==> config.mk <==
export PLATFORM = sky130hd
export DESIGN_NAME = hist_top
export DESIGN_NICKNAME = d
export VERILOG_FILES = /design/src/hist_cfg_pkg.sv /design/src/hist_types_pkg.sv /design/src/hist_bank_if.sv /design/src/hist_bank.sv /design/src/hist_ctrl.sv /design/src/hist_readout.sv /design/src/hist_top.sv
export SDC_FILE = /design/constraint.sdc
export NUM_CORES = 1
export LEC_CHECK = 0
export ABC_AREA = 1
export BUFFER_PORTS_ARGS = -buffer_cell sky130_fd_sc_hd__buf_2
export CAP_MARGIN = 20
export CORE_MARGIN = 8
export CORE_UTILIZATION = 52
export DETAILED_ROUTE_END_ITERATION = 10
export HOLD_SLACK_MARGIN = 0.15
export PLACE_DENSITY = 0.79
export SYNTH_ARGS = -nofsm -noshare
export SYNTH_HDL_FRONTEND = slang
export SYNTH_SLANG_ARGS = --single-unit
==> constraint.sdc <==
create_clock -name clk -period 2.4 [get_ports clk]
set_input_delay 0.12 -clock clk [delete_from_list [all_inputs] [get_ports clk]]
set_output_delay 0.12 -clock clk [all_outputs]
set_load 0.01 [all_outputs]
==> src/hist_cfg_pkg.sv <==
package hist_cfg_pkg;

    // histogram geometry and counter sizes

    // bins per pixel histogram
    localparam int BIN_NUM = 8;
    // bits of a bin number
    localparam int BIN_W = $clog2(BIN_NUM);

    // pixels per acquisition
    localparam int PIX_NUM = 4;
    localparam int PIX_W = $clog2(PIX_NUM);

    // events per pixel in one acquisition
    localparam int EVT_PER_PIX = 2;
    localparam int EVT_W = $clog2(EVT_PER_PIX);

    // acquisitions per frame
    localparam int ACQ_NUM = 3;
    localparam int ACQ_W = $clog2(ACQ_NUM);

    // one bank holds every bin of every pixel
    localparam int WORDS = PIX_NUM * BIN_NUM;
    // word address is {pixel, bin}
    localparam int WORD_AW = $clog2(WORDS);

    // bin count width
    localparam int CNT_W = 4;
    // counts stop here
    localparam logic [CNT_W-1:0] CNT_MAX = '1;

endpackage

==> src/hist_types_pkg.sv <==
package hist_types_pkg;

    // controller states
    // COUNT       events go into the active bank
    // DRAIN_WAIT  frame is complete but the other bank is still streaming
    //             events are dropped until the readout goes idle
    typedef enum logic [1:0] {
        COUNT      = 2'b00,
        DRAIN_WAIT = 2'b01
    } ctrl_state_t;

endpackage

==> src/hist_bank_if.sv <==
`timescale 1ns/1ps

interface hist_bank_if;
    import hist_cfg_pkg::*;

    // increment side, level per cycle
    logic               inc_en;
    logic [WORD_AW-1:0] inc_addr;

    // read-and-clear side
    logic               rd_en;
    logic [WORD_AW-1:0] rd_addr;
    // combinational from the array
    logic [CNT_W-1:0]   rd_data;

    // controller side
    modport writer (
        output inc_en,
        output inc_addr
    );

    // readout side
    modport reader (
        output rd_en,
        output rd_addr,
        input  rd_data
    );

    // memory side
    modport mem (
        input  inc_en,
        input  inc_addr,
        input  rd_en,
        input  rd_addr,
        output rd_data
    );

endinterface

==> src/hist_bank.sv <==
`timescale 1ns/1ps

module hist_bank (
    input  logic      clk,
    input  logic      res,
    hist_bank_if.mem  port
);
    import hist_cfg_pkg::*;

    // one count per {pixel, bin}
    logic [CNT_W-1:0] mem [WORDS];
    // word under the increment address
    logic [CNT_W-1:0] cur_word;
    logic             sat;

    // array read feeds the adder directly
    // so back-to-back hits on one word accumulate
    assign cur_word = mem[port.inc_addr];
    assign sat      = cur_word == CNT_MAX;

    // read data visible in the same cycle
    assign port.rd_data = mem[port.rd_addr];

    always_ff @(posedge clk or negedge res) begin
        if (!res) begin
            // bank starts empty
            for (int i = 0; i < WORDS; i++) begin
                mem[i] <= '0;
            end
        end else begin
            // saturating increment
            if (port.inc_en && !sat) begin
                mem[port.inc_addr] <= cur_word + 1'b1;
            end
            // read-and-clear
            if (port.rd_en) begin
                mem[port.rd_addr] <= '0;
            end
        end
    end

    // controller writes one bank while the readout drains the other
    a_no_share: assert property (@(posedge clk) disable iff (!res)
        !(port.inc_en && port.rd_en));

    // an increment never lowers a word
    // so a full word holds at CNT_MAX
    a_no_wrap: assert property (@(posedge clk) disable iff (!res)
        port.inc_en |=> mem[$past(port.inc_addr)] >= $past(cur_word));

endmodule

==> src/hist_ctrl.sv <==
`timescale 1ns/1ps

module hist_ctrl (
    input  logic                           clk,
    input  logic                           res,
    input  logic                           wr_en,
    input  logic [hist_cfg_pkg::BIN_W-1:0] addr,
    input  logic                           busy,
    hist_bank_if.writer                    bank0,
    hist_bank_if.writer                    bank1,
    output logic                           his_num,
    output logic                           frame_done,
    output logic                           overrun
);
    import hist_cfg_pkg::*;
    import hist_types_pkg::*;

    ctrl_state_t        state;
    logic [EVT_W-1:0]   evt_cnt;
    logic [PIX_W-1:0]   pix_cnt;
    logic [ACQ_W-1:0]   acq_cnt;
    logic               accept;
    logic               evt_last;
    logic               pix_last;
    logic               acq_last;
    logic               frame_last;
    logic [WORD_AW-1:0] word_addr;

    // events only count while not waiting for the readout
    assign accept = wr_en && (state == COUNT);

    // terminal values of the three counters
    assign evt_last = evt_cnt == EVT_W'(EVT_PER_PIX - 1);
    assign pix_last = pix_cnt == PIX_W'(PIX_NUM - 1);
    assign acq_last = acq_cnt == ACQ_W'(ACQ_NUM - 1);

    // last event of the frame
    assign frame_last = accept && evt_last && pix_last && acq_last;

    // pixel-major word address
    assign word_addr = {pix_cnt, addr};

    // same address to both banks
    assign bank0.inc_addr = word_addr;
    assign bank1.inc_addr = word_addr;
    // only the bank picked by his_num counts
    assign bank0.inc_en = accept && !his_num;
    assign bank1.inc_en = accept && his_num;

    // event / pixel / acquisition counters
    always_ff @(posedge clk or negedge res) begin
        if (!res) begin
            evt_cnt <= '0;
            pix_cnt <= '0;
            acq_cnt <= '0;
        end else if (accept) begin
            if (evt_last) begin
                evt_cnt <= '0;
                if (pix_last) begin
                    pix_cnt <= '0;
                    // wraps to zero on the frame's last event
                    if (acq_last) begin
                        acq_cnt <= '0;
                    end else begin
                        acq_cnt <= acq_cnt + 1'b1;
                    end
                end else begin
                    pix_cnt <= pix_cnt + 1'b1;
                end
            end else begin
                evt_cnt <= evt_cnt + 1'b1;
            end
        end
    end

    // frame end, bank swap and drain wait
    always_ff @(posedge clk or negedge res) begin
        if (!res) begin
            state      <= COUNT;
            his_num    <= 1'b0;
            frame_done <= 1'b0;
            overrun    <= 1'b0;
        end else begin
            // single cycle pulse
            frame_done <= 1'b0;
            case (state)
                COUNT: begin
                    if (frame_last) begin
                        if (busy) begin
                            // other bank not drained yet
                            state   <= DRAIN_WAIT;
                            overrun <= 1'b1;
                        end else begin
                            his_num    <= ~his_num;
                            frame_done <= 1'b1;
                        end
                    end
                end
                DRAIN_WAIT: begin
                    // swap on the first idle cycle of the readout
                    if (!busy) begin
                        state      <= COUNT;
                        his_num    <= ~his_num;
                        frame_done <= 1'b1;
                    end
                end
                default: begin
                    state <= COUNT;
                end
            endcase
        end
    end

    // readout starts once per frame
    a_done_pulse: assert property (@(posedge clk) disable iff (!res)
        frame_done |=> !frame_done);

    // dropped events never advance the next frame
    a_wait_at_start: assert property (@(posedge clk) disable iff (!res)
        (state == DRAIN_WAIT) |-> (evt_cnt == '0 && pix_cnt == '0 && acq_cnt == '0));

endmodule

==> src/hist_readout.sv <==
`timescale 1ns/1ps

module hist_readout (
    input  logic                           clk,
    input  logic                           res,
    input  logic                           frame_done,
    input  logic                           his_num,
    hist_bank_if.reader                    bank0,
    hist_bank_if.reader                    bank1,
    output logic                           busy,
    output logic                           out_valid,
    output logic [hist_cfg_pkg::PIX_W-1:0] out_pixel,
    output logic [hist_cfg_pkg::BIN_W-1:0] out_bin,
    output logic [hist_cfg_pkg::CNT_W-1:0] out_count
);
    import hist_cfg_pkg::*;

    logic [WORD_AW-1:0] wcnt;
    logic               sel_q;
    logic               rd_sel;
    logic               rd_act;
    logic               wlast;
    logic [CNT_W-1:0]   rd_data;

    // word 0 is read in the frame_done cycle itself
    assign rd_act = frame_done || busy;
    assign wlast  = wcnt == WORD_AW'(WORDS - 1);

    // finished bank is the one opposite the new his_num
    assign rd_sel = frame_done ? ~his_num : sel_q;

    // walk address shared by both banks
    assign bank0.rd_addr = wcnt;
    assign bank1.rd_addr = wcnt;
    // clear only in the bank being drained
    assign bank0.rd_en = rd_act && !rd_sel;
    assign bank1.rd_en = rd_act && rd_sel;

    assign rd_data = rd_sel ? bank1.rd_data : bank0.rd_data;

    // pass control
    always_ff @(posedge clk or negedge res) begin
        if (!res) begin
            busy      <= 1'b0;
            sel_q     <= 1'b0;
            wcnt      <= '0;
            out_valid <= 1'b0;
        end else begin
            // one beat per read
            out_valid <= rd_act;
            if (frame_done) begin
                // latch bank for the whole pass
                sel_q <= ~his_num;
                busy  <= 1'b1;
                wcnt  <= wcnt + 1'b1;
            end else if (busy) begin
                if (wlast) begin
                    // last word issued
                    busy <= 1'b0;
                    wcnt <= '0;
                end else begin
                    wcnt <= wcnt + 1'b1;
                end
            end
        end
    end

    // beat payload
    // pixel from the upper address bits and bin from the lower
    always_ff @(posedge clk) begin
        out_count <= rd_data;
        out_pixel <= wcnt[WORD_AW-1:BIN_W];
        out_bin   <= wcnt[BIN_W-1:0];
    end

    // beats come while busy, or as the pass's last word
    a_beat_in_pass: assert property (@(posedge clk) disable iff (!res)
        (out_valid && !busy) |-> $past(wlast));

    // controller never restarts a pass in progress
    a_no_restart: assert property (@(posedge clk) disable iff (!res)
        frame_done |-> !busy);

endmodule

==> src/hist_top.sv <==
`timescale 1ns/1ps

module hist_top (
    input  logic                           clk,
    input  logic                           res,
    // event strobe with its bin number
    input  logic                           wr_en,
    input  logic [hist_cfg_pkg::BIN_W-1:0] addr,
    // bank currently counting
    output logic                           his_num,
    output logic                           frame_done,
    // sticky, a frame ended during a readout pass
    output logic                           overrun,
    output logic                           busy,
    // histogram stream
    output logic                           out_valid,
    output logic [hist_cfg_pkg::PIX_W-1:0] out_pixel,
    output logic [hist_cfg_pkg::BIN_W-1:0] out_bin,
    output logic [hist_cfg_pkg::CNT_W-1:0] out_count
);

    // ping-pong bank ports
    hist_bank_if bank0_if ();
    hist_bank_if bank1_if ();

    // counting and bank swap
    hist_ctrl u_ctrl (
        .clk        (clk),
        .res        (res),
        .wr_en      (wr_en),
        .addr       (addr),
        .busy       (busy),
        .bank0      (bank0_if),
        .bank1      (bank1_if),
        .his_num    (his_num),
        .frame_done (frame_done),
        .overrun    (overrun)
    );

    // bank 0 memory
    hist_bank u_bank0 (
        .clk  (clk),
        .res  (res),
        .port (bank0_if)
    );

    // bank 1 memory
    hist_bank u_bank1 (
        .clk  (clk),
        .res  (res),
        .port (bank1_if)
    );

    // drains the finished bank
    hist_readout u_readout (
        .clk        (clk),
        .res        (res),
        .frame_done (frame_done),
        .his_num    (his_num),
        .bank0      (bank0_if),
        .bank1      (bank1_if),
        .busy       (busy),
        .out_valid  (out_valid),
        .out_pixel  (out_pixel),
        .out_bin    (out_bin),
        .out_count  (out_count)
    );

endmodule

==> results.tsv <==
metric	value	unit
synth.distinct_cells	33	
area.growth.synth_to_final	16.4	%
holdCritPathClass	input port to asynchronous set/reset pin	
fin_crit_sh	98.7	%
seq_area	7020	um2
p_int	15.3	mW
clock.fmax	0.422	GHz
die_h	207	um
slew-limit-headroom	50.4	%
antenna_found_initial	0	
nets	3078	
port_buffers	19	
p_seq_share	27.1	%
grt_pass1_wl	109000	um
synth_seq_area_share	36.9	%
skew	25.6	ps
swShare	48.5	%
core_area	36300	um2
async_flop_share	96.8	%
drv_cap	0	
io_pins	20	
num_vias	20000	
place_area	20600	um2
num_antenna_cells	0	
setup_violations	0	
fillerInstances	3349	
holdWs	244	ps
crit_required	2820	ps
initial_core_util	52.3	%
netlist_area	19000	um2
slew_viol_final	0	
synth_edf_count	0	
combPwrFrac	53.4	%
cts_sinks	282	
route.detailed.drc	0	
post-cts-setup-buffers	0	
die_w	207	um
ant_nets	0	
clkTransAtPathRegs	60	ps
yosys_register_bits	282	
routed_wl	70200	um
grt_pass1_vias	19200	
cts_tree	yes	
core.rowCount	70	
yosysTopAreaCell	dfrtp_1	
syn_nets	2996	
clk_path_buf_depth	3	
drtIter0Drc	2690	
dieArea	42900	um2
clk-insertion-delay-late	560	ps
htreeDepth	2	
wire_per_inst	19.8	um
crit_type	flip-flop to flip-flop	
stdcell_area	22100	um2
path_max_fanout	48	
synth_top_area_share	36.0	%
clkPwrFrac	19.5	%
dp_hpwl	48800	um
place_ws	-174	ps
crit_path_start_kind	flip-flop	
synth_flop_cell	dfrtp_1	
cp.arrival	2790	ps
finalPower	29.8	mW
reg2regPathDepth	11	
grt_overflow_total	0	
yosysWarnings	0	
tightest_slew	743	ps
clockRootBuffer	clkbuf_16	
grt_max_degree	67	
cp-end-kind	flip-flop	
vias_per_cell	5.63	
layout_min_cycle_time	2370	ps
leakage	11.9	nW
hold_violations	0	
yosys-top-cells-area	dfrtp_1, nand2_1, nor2_1	
power_density	1350	nW/um2
setup_slack	31.3	ps
cts_made_buffers	34	
status	completed	
drt_first_pass_iters	7	
syn_inst	2979	
grt.busiest_layer	met2	
grt.total_usage	32.0	%
globalRouteMet1Util	41.2	%
use_met2	49.5	%
place_congestion	1.06	
ir_drop	0.942	mV
p_switching	14.5	mW
synth.avg_cell_area	6.37	um2
tns	0	ps
multi_input_area	10200	um2
use_met3	7.04	%
drive_above_1_share	10.7	%
==> path summary, 6_finish.rpt <==
path                                            startpoint                     end  slack, ps
worst min register to register              u_ctrl.overrun          u_ctrl.overrun        450
worst max-delay path            u_readout.bank0.rd_addr[0]  u_readout.out_count[1]         30
max in group asynchronous                              res        u_bank1.mem[111]       1330
worst min-delay path                                   res        u_bank1.mem[109]        240
min in group clk                                   addr[0]         u_bank0.mem[48]        440
worst max register to register  u_readout.bank0.rd_addr[0]  u_readout.out_count[1]         30
==> synthesized netlist by cell type, types with 7 or more instances <==
cell,n
nand2_1,977
nor2_1,701
inv_1,291
dfrtp_1,273
o21ai_0,189
a21oi_1,165
nand3_1,124
nand3_4,61
clkbuf_1,60
buf_2,44
buf_1,12
ha_1,11
dfxtp_1,9
buf_6,7
==> metrics by stage <==
step           utilization [%]  cells
5_1_grt                   60.9   3552
4_1_cts                   60.4   3548
3_3_place_gp              56.9   3485
2_1_floorplan                -   2979
3_5_place_dp              56.9   3485
6_report                  60.9   3552
==> area by class of cell <==
class / count / share of cell area, %
inverter: 299 / 5.10
timing repair buffer: 181 / 8.57
tap: 468 / 2.65
clock buffer: 48 / 4.37
multi-input combinational: 2263 / 46.4
clock inverter: 11 / 1.17
sequential: 282 / 31.8
==> registers in the layout, summed over array words and instances (netlist names), 2 cells and up <==
signal and count:
u_readout.out_count 4, u_ctrl.acq_cnt 2, u_readout.out_bin 3, u_bank0.mem 128, u_readout.out_pixel 2, u_ctrl.pix_cnt 2
u_bank1.mem 128, u_readout.bank0.rd_addr 5
==> repair_timing <==
item	in CTS	in global routing
endpoints found under the hold margin	274	0
endpoints found under the setup margin	1	241
pin swaps	0	1
gates cloned	0	3
gates resized for setup	1	31
hold buffers	4	0
==> power groups by stage <==
stage / Combinational [mW] / Clock (mW) / Sequential (mW)
5_1_grt: 17.2 / 6.06 / 8.25
4_1_cts: 15.2 / 5.87 / 8.00
3_3_place_gp: 14.8 / 0 / 7.96
6_report: 15.9 / 5.81 / 8.07
3_5_place_dp: 15.0 / 0 / 8.05
2_1_floorplan: 9.35 / 0 / 7.74
==> worst max-delay path, stage by stage, from the launching register on <==
cell and delay, ps:
dfrtp_4 540, clkinv_2 110, buf_12 250, buf_4 260, a21oi_1 100, o21ai_0 90, nand2_1 90, nand2_1 130
nand4_1 120, nand3b_1 250, o32ai_2 220, inv_1 80
==> cells in the final DEF (no fill, tap or decap), types with 6 or more instances in the layout <==
cell,n
nand2_1,977
nor2_1,695
inv_1,287
dfrtp_1,271
o21ai_0,181
a21oi_1,165
nand3_1,120
buf_4,112
nand3_4,62
clkbuf_16,38
buf_12,38
buf_2,17
ha_1,9
clkbuf_1,9
dfxtp_1,9
bufinv_16,8
o21ai_1,7
or2_2,6
==> metal layers <==
metal | vias up | routed length [um] | share of wire (%)
li1 | 9338 | - | -
met1 | 9186 | 27000 | 38
met2 | 1210 | 31100 | 44
met3 | 259 | 8090 | 12
met4 | 0 | 4050 | 5.8
met5 | - | 0 | 0
==> kinds of logic after synthesis <==
family                     count (synthesis)  synth area share, %
DFF                                      282                 36.9
and+or+nand+nor                         1888                 42.9
adders and majority gates                 11                0.725
AOI/OAI and AO/OA                        361                 9.62
xor gates and xnor gates                   3                0.138
buffers and inverters                    434                 9.62
Note: power is estimated with default switching activity, not from simulation.
